### config.mk
export PLATFORM = sky130hd
export DESIGN_NAME = i3c_ddr_rx_top
export DESIGN_NICKNAME = d
export VERILOG_FILES = /design/src/logic/i3c_ddr_pkg.sv /design/src/logic/rx_axil_pkg.sv /design/src/logic/ddr_bit_sampler.sv /design/src/logic/ddr_crc5.sv /design/src/logic/ddr_rx_shifter.sv /design/src/logic/ddr_frame_ctrl.sv /design/src/logic/rx_axil_regs.sv /design/src/logic/i3c_ddr_rx_top.sv
export SDC_FILE = /design/constraint.sdc
export NUM_CORES = 1
export LEC_CHECK = 0
export ABC_AREA = 1
export BUFFER_PORTS_ARGS = -buffer_cell sky130_fd_sc_hd__clkbuf_2
export CORE_MARGIN = 8
export CORE_UTILIZATION = 30
export CTS_BUF_LIST = sky130_fd_sc_hd__clkbuf_4 sky130_fd_sc_hd__clkbuf_8
export DETAILED_ROUTE_END_ITERATION = 10
export GPL_TIMING_DRIVEN = 1
export SYNTH_ARGS = -nofsm -noshare
export SYNTH_HDL_FRONTEND = slang
export SYNTH_SLANG_ARGS = --single-unit
export TNS_END_PERCENT = 50
### constraint.sdc
create_clock -name i_sys_clk -period 2.31 [get_ports i_sys_clk]
set_input_delay 0.231 -clock i_sys_clk [delete_from_list [all_inputs] [get_ports i_sys_clk]]
set_output_delay 0.231 -clock i_sys_clk [all_outputs]
set_load 0.005 [all_outputs]
### src/logic/i3c_ddr_pkg.sv
`default_nettype none

package i3c_ddr_pkg;

  // rx modes, codes as used by the DDR controller
  typedef enum logic [3:0] {
    PREAMBLE     = 4'b0000,
    DESER_BYTE   = 4'b0011,
    CHECK_TOKEN  = 4'b0101,
    CHECK_PARITY = 4'b0110,
    CHECK_CRC    = 4'b0111
  } rx_mode_e;

  typedef logic [7:0]  ddr_byte_t;
  typedef logic [15:0] ddr_word_t;
  typedef logic [4:0]  crc5_t;

  // one sampled SDA bit per SCL edge
  typedef struct packed {
    logic valid;
    logic sda;
  } bit_strobe_t;

  // one entry per received word or CRC word
  typedef struct packed {
    logic      word_valid;
    ddr_word_t word;
    logic      parity_err;
    logic      token_err;
    logic      crc_err;
    logic      frame_end;
  } rx_result_t;

  localparam logic [3:0] DDR_TOKEN = 4'b1100;
  localparam crc5_t      CRC5_INIT = 5'h1F;
  // x^5 + x^2 + 1
  localparam crc5_t      CRC5_POLY = 5'h05;

endpackage

`default_nettype wire

### src/logic/rx_axil_pkg.sv
`default_nettype none

package rx_axil_pkg;

  typedef logic [3:0]  axil_addr_t;
  typedef logic [31:0] axil_data_t;

  // master to slave
  typedef struct packed {
    logic       awvalid;
    axil_addr_t awaddr;
    logic       wvalid;
    axil_data_t wdata;
    logic       bready;
    logic       arvalid;
    axil_addr_t araddr;
    logic       rready;
  } axil_req_t;

  // slave to master
  typedef struct packed {
    logic       awready;
    logic       wready;
    logic       bvalid;
    logic [1:0] bresp;
    logic       arready;
    logic       rvalid;
    axil_data_t rdata;
    logic [1:0] rresp;
  } axil_rsp_t;

  localparam axil_addr_t REG_STATUS  = 4'h0;
  localparam axil_addr_t REG_DATA    = 4'h4;
  localparam int         FIFO_DEPTH  = 4;
  localparam logic [1:0] RESP_OKAY   = 2'b00;
  localparam logic [1:0] RESP_SLVERR = 2'b10;

endpackage

`default_nettype wire

### src/logic/ddr_bit_sampler.sv
`timescale 1ns/1ns
`default_nettype none

module ddr_bit_sampler
  import i3c_ddr_pkg::*;
(
  input  logic        i_sys_clk,
  input  logic        i_sys_rst,
  input  logic        i_scl,
  input  logic        i_sda,
  output bit_strobe_t o_strobe
);

  logic [1:0] scl_sync;
  logic [1:0] sda_sync;
  logic       scl_d;

  // SCL idles high, so the chain starts high to avoid a false edge
  always_ff @(posedge i_sys_clk or negedge i_sys_rst)
  begin
    if (!i_sys_rst)
    begin
      scl_sync <= 2'b11;
      sda_sync <= 2'b11;
      scl_d    <= 1'b1;
      o_strobe <= '0;
    end
    else
    begin
      scl_sync       <= {scl_sync[0], i_scl};
      sda_sync       <= {sda_sync[0], i_sda};
      scl_d          <= scl_sync[1];
      // either edge carries a bit in DDR mode
      o_strobe.valid <= scl_sync[1] ^ scl_d;
      o_strobe.sda   <= sda_sync[1];
    end
  end

  // SCL half period is far longer than one system cycle
  a_strobe_single: assert property (
    @(posedge i_sys_clk) disable iff (!i_sys_rst)
    o_strobe.valid |=> !o_strobe.valid
  );

endmodule

`default_nettype wire

### src/logic/ddr_crc5.sv
`timescale 1ns/1ns
`default_nettype none

module ddr_crc5
  import i3c_ddr_pkg::*;
(
  input  logic  i_sys_clk,
  input  logic  i_sys_rst,
  input  logic  i_clear,
  input  logic  i_bit_valid,
  input  logic  i_bit,
  output crc5_t o_crc
);

  logic feedback;

  assign feedback = o_crc[4] ^ i_bit;

  // serial LFSR, one data bit per update
  always_ff @(posedge i_sys_clk or negedge i_sys_rst)
  begin
    if (!i_sys_rst)
      o_crc <= CRC5_INIT;
    else if (i_clear)
      o_crc <= CRC5_INIT;
    else if (i_bit_valid)
      o_crc <= {o_crc[3:0], 1'b0} ^ (feedback ? CRC5_POLY : 5'd0);
  end

endmodule

`default_nettype wire

### src/logic/ddr_rx_shifter.sv
`timescale 1ns/1ns
`default_nettype none

module ddr_rx_shifter
  import i3c_ddr_pkg::*;
(
  input  logic        i_sys_clk,
  input  logic        i_sys_rst,
  input  bit_strobe_t i_strobe,
  input  rx_mode_e    i_mode,
  input  crc5_t       i_crc,
  output logic        o_field_done,
  output logic        o_crc_bit_valid,
  output logic        o_crc_bit,
  output logic        o_word_valid,
  output logic        o_parity_err,
  output logic        o_token_err,
  output logic        o_crc_err,
  output logic        o_preamble,
  output ddr_word_t   o_word
);

  rx_mode_e   mode_q;
  logic [2:0] cnt;
  logic [2:0] cnt_eff;
  logic [2:0] last_idx;
  logic       field_last;
  logic       byte_sel;
  ddr_byte_t  field_sr;
  ddr_byte_t  field_nxt;
  ddr_word_t  word_q;
  logic [1:0] par_calc;

  // index of the last bit in each field
  always_comb
  begin
    case (i_mode)
      PREAMBLE:     last_idx = 3'd1;
      DESER_BYTE:   last_idx = 3'd7;
      CHECK_TOKEN:  last_idx = 3'd3;
      CHECK_PARITY: last_idx = 3'd1;
      CHECK_CRC:    last_idx = 3'd4;
      default:      last_idx = 3'd7;
    endcase
  end

  // a new mode always starts counting from bit 0
  assign cnt_eff    = (i_mode != mode_q) ? 3'd0 : cnt;
  assign field_nxt  = {field_sr[6:0], i_strobe.sda};
  assign field_last = i_strobe.valid && (cnt_eff == last_idx);

  // P1 over the odd bits, P0 over the even bits inverted
  assign par_calc[1] = ^(word_q & 16'hAAAA);
  assign par_calc[0] = ~^(word_q & 16'h5555);

  assign o_word = word_q;

  always_ff @(posedge i_sys_clk or negedge i_sys_rst)
  begin
    if (!i_sys_rst)
    begin
      mode_q          <= PREAMBLE;
      cnt             <= 3'd0;
      byte_sel        <= 1'b0;
      o_field_done    <= 1'b0;
      o_crc_bit_valid <= 1'b0;
      o_crc_bit       <= 1'b0;
      o_word_valid    <= 1'b0;
      o_parity_err    <= 1'b0;
      o_token_err     <= 1'b0;
      o_crc_err       <= 1'b0;
      o_preamble      <= 1'b0;
    end
    else
    begin
      mode_q          <= i_mode;
      o_field_done    <= field_last;
      o_crc_bit_valid <= i_strobe.valid && (i_mode == DESER_BYTE);
      o_crc_bit       <= i_strobe.sda;
      if (i_strobe.valid)
        cnt <= field_last ? 3'd0 : cnt_eff + 3'd1;
      else
        cnt <= cnt_eff;
      if (field_last)
      begin
        case (i_mode)
          PREAMBLE:
          begin
            // first bit picks data or CRC, second bit must be 1
            o_preamble   <= field_sr[0];
            o_token_err  <= ~i_strobe.sda;
            o_word_valid <= 1'b0;
            byte_sel     <= 1'b0;
          end
          DESER_BYTE:
          begin
            byte_sel <= ~byte_sel;
            if (byte_sel)
              o_word_valid <= 1'b1;
          end
          CHECK_TOKEN:  o_token_err  <= (field_nxt[3:0] != DDR_TOKEN);
          CHECK_PARITY: o_parity_err <= (field_nxt[1:0] != par_calc);
          CHECK_CRC:    o_crc_err    <= (field_nxt[4:0] != i_crc);
          default:      o_token_err  <= 1'b1;
        endcase
      end
    end
  end

  // field bits and the assembled word, MSB first
  always_ff @(posedge i_sys_clk)
  begin
    if (i_strobe.valid)
      field_sr <= field_nxt;
    if (field_last && (i_mode == DESER_BYTE))
      word_q <= {word_q[7:0], field_nxt};
  end

endmodule

`default_nettype wire

### src/logic/ddr_frame_ctrl.sv
`timescale 1ns/1ns
`default_nettype none

module ddr_frame_ctrl
  import i3c_ddr_pkg::*;
(
  input  logic       i_sys_clk,
  input  logic       i_sys_rst,
  input  logic       i_field_done,
  input  logic       i_preamble,
  input  logic       i_word_valid,
  input  logic       i_parity_err,
  input  logic       i_token_err,
  input  logic       i_crc_err,
  input  ddr_word_t  i_word,
  output rx_mode_e   o_mode,
  output logic       o_crc_clear,
  output rx_result_t o_result
);

  typedef enum logic [2:0] {
    ST_PRE,
    ST_BYTE_HI,
    ST_BYTE_LO,
    ST_PARITY,
    ST_TOKEN,
    ST_CRC
  } ctrl_state_e;

  ctrl_state_e state;

  always_comb
  begin
    case (state)
      ST_BYTE_HI: o_mode = DESER_BYTE;
      ST_BYTE_LO: o_mode = DESER_BYTE;
      ST_PARITY:  o_mode = CHECK_PARITY;
      ST_TOKEN:   o_mode = CHECK_TOKEN;
      ST_CRC:     o_mode = CHECK_CRC;
      default:    o_mode = PREAMBLE;
    endcase
  end

  always_ff @(posedge i_sys_clk or negedge i_sys_rst)
  begin
    if (!i_sys_rst)
    begin
      state       <= ST_PRE;
      o_crc_clear <= 1'b0;
      o_result    <= '0;
    end
    else
    begin
      o_result    <= '0;
      o_crc_clear <= 1'b0;
      if (i_field_done)
      begin
        case (state)
          ST_PRE:
          begin
            // bad preamble, report it and wait for the next word
            if (i_token_err)
            begin
              o_result.token_err <= 1'b1;
              o_crc_clear        <= 1'b1;
            end
            else if (i_preamble)
              state <= ST_BYTE_HI;
            else
              state <= ST_TOKEN;
          end
          ST_BYTE_HI: state <= ST_BYTE_LO;
          ST_BYTE_LO: state <= ST_PARITY;
          ST_PARITY:
          begin
            o_result.word_valid <= i_word_valid;
            o_result.word       <= i_word;
            o_result.parity_err <= i_parity_err;
            state               <= ST_PRE;
          end
          ST_TOKEN: state <= ST_CRC;
          ST_CRC:
          begin
            // end of frame, the CRC restarts for the next one
            o_result.frame_end <= 1'b1;
            o_result.token_err <= i_token_err;
            o_result.crc_err   <= i_crc_err;
            o_crc_clear        <= 1'b1;
            state              <= ST_PRE;
          end
          default: state <= ST_PRE;
        endcase
      end
    end
  end

  // a CRC word never carries data bytes after its token
  a_no_byte_after_token: assert property (
    @(posedge i_sys_clk) disable iff (!i_sys_rst)
    (o_mode == CHECK_TOKEN) |=> (o_mode != DESER_BYTE)
  );

endmodule

`default_nettype wire

### src/logic/rx_axil_regs.sv
`timescale 1ns/1ns
`default_nettype none

module rx_axil_regs
  import i3c_ddr_pkg::*, rx_axil_pkg::*;
(
  input  logic       i_sys_clk,
  input  logic       i_sys_rst,
  input  rx_result_t i_result,
  input  axil_req_t  i_axil,
  output axil_rsp_t  o_axil
);

  localparam int PTR_W = $clog2(FIFO_DEPTH);

  ddr_word_t    fifo_mem [FIFO_DEPTH];
  logic [PTR_W-1:0] wr_ptr;
  logic [PTR_W-1:0] rd_ptr;
  logic [PTR_W:0]   fifo_cnt;
  logic         fifo_empty;
  logic         fifo_full;
  logic         push;
  logic         pop;
  logic         ovf_set;
  // overflow, frame end, crc, token, parity
  logic [4:0]   sticky;
  logic [4:0]   set_mask;
  logic [4:0]   clr_mask;
  axil_data_t   status_word;
  logic         aw_held;
  logic         w_held;
  logic         bvalid_q;
  logic         wr_fire;
  axil_addr_t   awaddr_q;
  axil_data_t   wdata_q;
  logic         ar_hs;
  logic         r_hs;
  logic         rvalid_q;
  logic         rd_pop_q;
  axil_data_t   rdata_q;
  logic [1:0]   rresp_q;

  assign fifo_empty  = (fifo_cnt == '0);
  assign fifo_full   = (fifo_cnt == (PTR_W + 1)'(FIFO_DEPTH));
  assign push        = i_result.word_valid && !fifo_full;
  assign ovf_set     = i_result.word_valid && fifo_full;
  assign ar_hs       = i_axil.arvalid && !rvalid_q;
  assign r_hs        = rvalid_q && i_axil.rready;
  assign pop         = r_hs && rd_pop_q;
  assign wr_fire     = aw_held && w_held && !bvalid_q;
  assign set_mask    = {ovf_set, i_result.frame_end, i_result.crc_err,
                        i_result.token_err, i_result.parity_err};
  assign clr_mask    = (wr_fire && (awaddr_q == REG_STATUS)) ? wdata_q[5:1] : 5'd0;
  assign status_word = {26'd0, sticky, !fifo_empty};

  always_comb
  begin
    o_axil.awready = !aw_held && !bvalid_q;
    o_axil.wready  = !w_held && !bvalid_q;
    o_axil.bvalid  = bvalid_q;
    o_axil.bresp   = RESP_OKAY;
    o_axil.arready = !rvalid_q;
    o_axil.rvalid  = rvalid_q;
    o_axil.rdata   = rdata_q;
    o_axil.rresp   = rresp_q;
  end

  always_ff @(posedge i_sys_clk or negedge i_sys_rst)
  begin
    if (!i_sys_rst)
    begin
      wr_ptr   <= '0;
      rd_ptr   <= '0;
      fifo_cnt <= '0;
      sticky   <= '0;
      aw_held  <= 1'b0;
      w_held   <= 1'b0;
      bvalid_q <= 1'b0;
      rvalid_q <= 1'b0;
      rd_pop_q <= 1'b0;
    end
    else
    begin
      if (push)
        wr_ptr <= wr_ptr + 1'b1;
      if (pop)
        rd_ptr <= rd_ptr + 1'b1;
      if (push && !pop)
        fifo_cnt <= fifo_cnt + 1'b1;
      else if (pop && !push)
        fifo_cnt <= fifo_cnt - 1'b1;
      // write-one-to-clear, a new event in the same cycle wins
      sticky <= (sticky & ~clr_mask) | set_mask;
      // AW and W in either order, B once both are in
      if (i_axil.awvalid && o_axil.awready)
        aw_held <= 1'b1;
      if (i_axil.wvalid && o_axil.wready)
        w_held <= 1'b1;
      if (wr_fire)
      begin
        bvalid_q <= 1'b1;
        aw_held  <= 1'b0;
        w_held   <= 1'b0;
      end
      else if (bvalid_q && i_axil.bready)
        bvalid_q <= 1'b0;
      if (ar_hs)
      begin
        rvalid_q <= 1'b1;
        rd_pop_q <= (i_axil.araddr == REG_DATA) && !fifo_empty;
      end
      else if (r_hs)
      begin
        rvalid_q <= 1'b0;
        rd_pop_q <= 1'b0;
      end
    end
  end

  always_ff @(posedge i_sys_clk)
  begin
    if (push)
      fifo_mem[wr_ptr] <= i_result.word;
    if (i_axil.awvalid && o_axil.awready)
      awaddr_q <= i_axil.awaddr;
    if (i_axil.wvalid && o_axil.wready)
      wdata_q <= i_axil.wdata;
    if (ar_hs)
    begin
      case (i_axil.araddr)
        REG_STATUS:
        begin
          rdata_q <= status_word;
          rresp_q <= RESP_OKAY;
        end
        REG_DATA:
        begin
          // head stays in place until the R handshake
          rdata_q <= fifo_empty ? '0 : {16'd0, fifo_mem[rd_ptr]};
          rresp_q <= fifo_empty ? RESP_SLVERR : RESP_OKAY;
        end
        default:
        begin
          rdata_q <= '0;
          rresp_q <= RESP_SLVERR;
        end
      endcase
    end
  end

  a_rvalid_hold: assert property (
    @(posedge i_sys_clk) disable iff (!i_sys_rst)
    (o_axil.rvalid && !i_axil.rready) |=> (o_axil.rvalid && $stable(o_axil.rdata))
  );

endmodule

`default_nettype wire

### src/logic/i3c_ddr_rx_top.sv
`timescale 1ns/1ns
`default_nettype none

module i3c_ddr_rx_top
  import i3c_ddr_pkg::*, rx_axil_pkg::*;
(
  input  logic      i_sys_clk,
  input  logic      i_sys_rst,
  input  logic      i_scl,
  input  logic      i_sda,
  input  axil_req_t i_axil,
  output axil_rsp_t o_axil
);

  bit_strobe_t strobe;
  rx_mode_e    mode;
  crc5_t       crc;
  ddr_word_t   word;
  rx_result_t  result;
  logic        field_done;
  logic        crc_bit_valid;
  logic        crc_bit;
  logic        crc_clear;
  logic        word_valid;
  logic        parity_err;
  logic        token_err;
  logic        crc_err;
  logic        preamble;

  // input side
  ddr_bit_sampler u_ddr_bit_sampler (
    .i_sys_clk (i_sys_clk),
    .i_sys_rst (i_sys_rst),
    .i_scl     (i_scl),
    .i_sda     (i_sda),
    .o_strobe  (strobe)
  );

  ddr_frame_ctrl u_ddr_frame_ctrl (
    .i_sys_clk    (i_sys_clk),
    .i_sys_rst    (i_sys_rst),
    .i_field_done (field_done),
    .i_preamble   (preamble),
    .i_word_valid (word_valid),
    .i_parity_err (parity_err),
    .i_token_err  (token_err),
    .i_crc_err    (crc_err),
    .i_word       (word),
    .o_mode       (mode),
    .o_crc_clear  (crc_clear),
    .o_result     (result)
  );

  ddr_rx_shifter u_ddr_rx_shifter (
    .i_sys_clk       (i_sys_clk),
    .i_sys_rst       (i_sys_rst),
    .i_strobe        (strobe),
    .i_mode          (mode),
    .i_crc           (crc),
    .o_field_done    (field_done),
    .o_crc_bit_valid (crc_bit_valid),
    .o_crc_bit       (crc_bit),
    .o_word_valid    (word_valid),
    .o_parity_err    (parity_err),
    .o_token_err     (token_err),
    .o_crc_err       (crc_err),
    .o_preamble      (preamble),
    .o_word          (word)
  );

  ddr_crc5 u_ddr_crc5 (
    .i_sys_clk   (i_sys_clk),
    .i_sys_rst   (i_sys_rst),
    .i_clear     (crc_clear),
    .i_bit_valid (crc_bit_valid),
    .i_bit       (crc_bit),
    .o_crc       (crc)
  );

  // host side
  rx_axil_regs u_rx_axil_regs (
    .i_sys_clk (i_sys_clk),
    .i_sys_rst (i_sys_rst),
    .i_result  (result),
    .i_axil    (i_axil),
    .o_axil    (o_axil)
  );

endmodule

`default_nettype wire

==> summary.md <==
| Metric | Value |
|---|---|
| Status | `complete, no violations` |
| Clock-pin slew of the registers on the worst-case setup and hold paths | `0.10 ns` |
| Setup TNS | `0 ns` |
| Post-layout min period | `2.13 ns` |
| Synth warn | `0` |
| Pleak | `0.00348 uW` |
| Initial antenna violation count | `0` |
| Post-route antenna net violation count | `0` |
| DIE AREA | `29,900 um^2` |
| Fin util | `0.354` |
| Rel. slew slack | `0.594` |
| Hold Fails Final Rpt | `0` |
| CTS Buf Count | `17` |
| H-tree level count | `4` |
| Root buf cell | `clkbuf_8` |
| CP max FO | `16` |
| Final HPWL DP | `8840 um` |
| Clock sinks | `between 150 and 200` |
| CP cell instances | `inv_1 > nand2_2 > nand2_1 > nand2_1 > nand2_2 > nor2_8 > nand3_2 > nand2_1 > nand2_1 > nor2_4 > nand2_2 > nor2_2 > buf_12` |
| Power Density | `944 nW/um^2` |
| Mapped Area | `7390 um^2` |
| RSZ-0062 raised after global routing | `no` |
| Post-synthesis sequential area ratio | `0.694` |
| Sequential Power Share | `0.503` |
| Async SR Flop Fraction | `0.379` |
| Final Slew Violations | `0` |
| Skew final | `0.0142 ns` |
| Clock share of power | `0.248` |
| Sw frac | `0.335` |
| Smallest hold slack | `0.0399 ns` |
| Max Buffers Root-to-Sink | `2` |
| Total power | `8090 uW` |
| Maximum vdd drop | `0.000337 V` |
| Cell mode on critical path | `nand2_1` |
| Wirelength per Cell | `12.6 um` |
| Row count | `57` |
| Grt ovf | `0` |
| Gpl congestion | `0.765` |
| Setup crit end kind | `register` |
| Final setup fails | `0` |
| Ant diodes | `0` |
| Routed vias/inst | `4.20` |
| First-pass GRT wire length | `22,300 um` |
| Core ar. | `24,200 um^2` |
| Final worst path period share | `0.921` |
| Area Growth Syn to Fin | `16.0%` |
| Worst hold path class | `primary input to register` |
| CTS tree | `built` |
| Cell Int Power | `5390 uW` |
| Post-synth EDFFs | `113` |
| Starting DRT DRC Count | `298` |
| Reg2Reg Setup Slack | `0.18 ns` |
| Worst-skew pair later-pin latency | `0.44 ns` |
| Top_reg_cell synth | `edfxtp_1` |
| Placed instance count | `997` |
| Die Width | `173 um` |
| Total Routing Usage GR | `0.0916` |
| Worst-margin pin slew | `between 0.6 and 0.7 ns` |
| Mapped Cells | `626` |
| Fin nets | `764` |
| Crit path required time | `2.46 ns` |
| Initial Utilization | `0.305` |
| Via Count | `between 4,000 and 5,000` |
| Detailed Route WL | `13,200 um` |
| Syn Area/Cell | `11.8 um^2` |
| Maxcap violations | `0` |
| Drt first pass iters | `4` |
| Logic pwr share | `0.249` |
| Register bit total from synthesis | `approximately 180` |
| IO Count | `90` |
| Number of global-route vias before repair | `roughly 4,500` |
| Final cell count without fillers | `about 1,000` |
| Reg2Reg Depth | `13` |
| Unique masters post-synth | `40` |
| Largest net degree at the start of global routing | `43` |
| Critical path class | `register to register` |
| Crit-path slowest cell | `dfrtp_1` |
| Port Buffer Count | `43` |
| Crit-path max cell delay | `0.43 ns` |
| FMAX | `470 MHz` |
| Startpoint Class | `register` |
| DRC Markers | `0` |
| Die Span Y | `173 um` |
| Worst Hold Depth | `3` |
| Layout cells sized above 1 | `0.180` |
| Arr. time, crit path | `around 2.3 ns` |
| Net load switching power | `between 2000 and 3000 uW` |
registers in the layout, summed over array words and instances (netlist names), 2 cells and up:
name / flops
u_ddr_rx_shifter.mode_q: 3
u_rx_axil_regs.wr_ptr: 2
u_rx_axil_regs.sticky: 5
u_rx_axil_regs.awaddr_q: 4
u_ddr_rx_shifter.cnt: 3
u_ddr_frame_ctrl.state: 3
u_rx_axil_regs.fifo_cnt: 3
u_rx_axil_regs.rdata_q: 16
u_rx_axil_regs.wdata_q: 5
u_ddr_frame_ctrl.o_result: 21
u_rx_axil_regs.rd_ptr: 2
u_ddr_rx_shifter.field_sr: 7
u_ddr_bit_sampler.scl_sync: 2
u_ddr_crc5.o_crc: 5
u_rx_axil_regs.fifo_mem: 64
u_ddr_bit_sampler.sda_sync: 2
u_ddr_bit_sampler.o_strobe: 2
u_ddr_rx_shifter.o_word: 16
final cells by class:
type	count	area, um^2
timing repair buffer	79	553
tap	324	405
clock buffer	20	263
inverter	64	240
sequential	182	5130
clock inverter	12	110
multi-input combinational	364	1870
fill	2394	15700
cells in the final DEF (no fill, tap or decap), types with 10 or more instances in the layout:
cell type and n:
clkbuf_8 18, dfstp_2 10, xnor2_1 10, conb_1 19, o21ai_0 48, dfrtp_1 58, dlygate4sd3_1 16, buf_4 19
nor2_1 99, inv_1 62, edfxtp_1 113, nand2_1 73, clkbuf_2 42, nand3_1 22, nand4_1 10, a21oi_1 19
cells by family after synthesis:
logic type,after synthesis,synth area share
other,1,0.000507
AND/OR/NAND/NOR,233,0.141
multiplexers,1,0.00152
flip-flops,182,0.694
AO/OA/AOI/OAI,88,0.0684
XOR/XNOR,16,0.0190
buffers and inverters,98,0.0625
adder cells (fa/ha/maj),7,0.0129
critical path, delay by kind of cell, from the launching register on:
kind                   cells  cell delay [ns]
and+or+nand+nor           11             1.13
DFF                        1             0.43
buffers and inverters      2             0.26
repair_timing:
action | in CTS | in global routing
setup endpoints to repair | 0 | 16
hold buffers | 16 | 0
gates resized for setup | 0 | 3
setup buffers | 0 | 0
endpoints found under the hold margin | 56 | 0
synthesized netlist by cell type, types with 3 or more instances:
| master | n | share of area |
|---|---|---|
| o21ai_0 | 48 | 0.032 |
| clkbuf_1 | 10 | 0.0051 |
| o22ai_1 | 5 | 0.0042 |
| a21oi_1 | 19 | 0.013 |
| nand3_1 | 22 | 0.015 |
| buf_4 | 21 | 0.021 |
| xnor2_1 | 10 | 0.012 |
| inv_1 | 62 | 0.031 |
| a32o_1 | 7 | 0.0095 |
| dfstp_2 | 10 | 0.036 |
| a21o_1 | 4 | 0.0041 |
| nand3_2 | 3 | 0.0041 |
| nand4_1 | 10 | 0.0085 |
| edfxtp_1 | 113 | 0.46 |
| nor3_1 | 4 | 0.0027 |
| nand2_2 | 8 | 0.0068 |
| dfrtp_1 | 59 | 0.20 |
| xor2_1 | 6 | 0.0071 |
| ha_1 | 6 | 0.010 |
| nand2_1 | 74 | 0.038 |
| nor2_1 | 101 | 0.051 |
path summary, 6_finish.rpt:
path	end	from
max in group asynchronous	u_ddr_crc5.o_crc[0]$_DFFE_PN1P_	i_sys_rst
worst min register to register	u_ddr_bit_sampler.sda_sync[1]$_DFF_PN1_	u_ddr_bit_sampler.sda_sync[0]$_DFF_PN1_
worst min-delay path	u_rx_axil_regs.w_held$_DFFE_PN0P_	i_axil[39]
worst max register to register	u_ddr_rx_shifter.o_word[15]$_DFFE_PP_	u_ddr_frame_ctrl.state[0]$_DFFE_PN0P_
worst max-delay path	u_ddr_rx_shifter.o_word[15]$_DFFE_PP_	u_ddr_frame_ctrl.state[0]$_DFFE_PN0P_
min in group asynchronous	u_rx_axil_regs.fifo_cnt[0]$_DFFE_PN0P_	i_sys_rst
power groups by stage:
stage               sequential, uW  clock [uW]  combinational, uW
floorplan                     4090           0               1510
global route                  4120        2210               2310
detailed placement            4140           0               2010
CTS                           4070        2080               2040
global placement              4130           0               1980
finish                        4080        2010               2010
per-layer routing:
metal	wire (um)	up-vias	track usage
li1	-	2241	-
met1	5780	2074	0.105
met2	6620	69	0.159
met3	641	6	0.0307
met4	117	0	0.0273
met5	0	-	0
per-stage QoR:
| stage | setup WS, ns | instance area, um^2 |
|---|---|---|
| 3_3_place_gp | 0.184 | 8040 |
| 4_1_cts | 0.130 | 8570 |
| 3_5_place_dp | 0.155 | 8040 |
| 5_1_grt | 0.00801 | 8580 |
| 2_1_floorplan | 0.0469 | 7460 |
| 6_report | 0.183 | 8580 |
No activity file was read; power rests on OpenSTA's default activity.
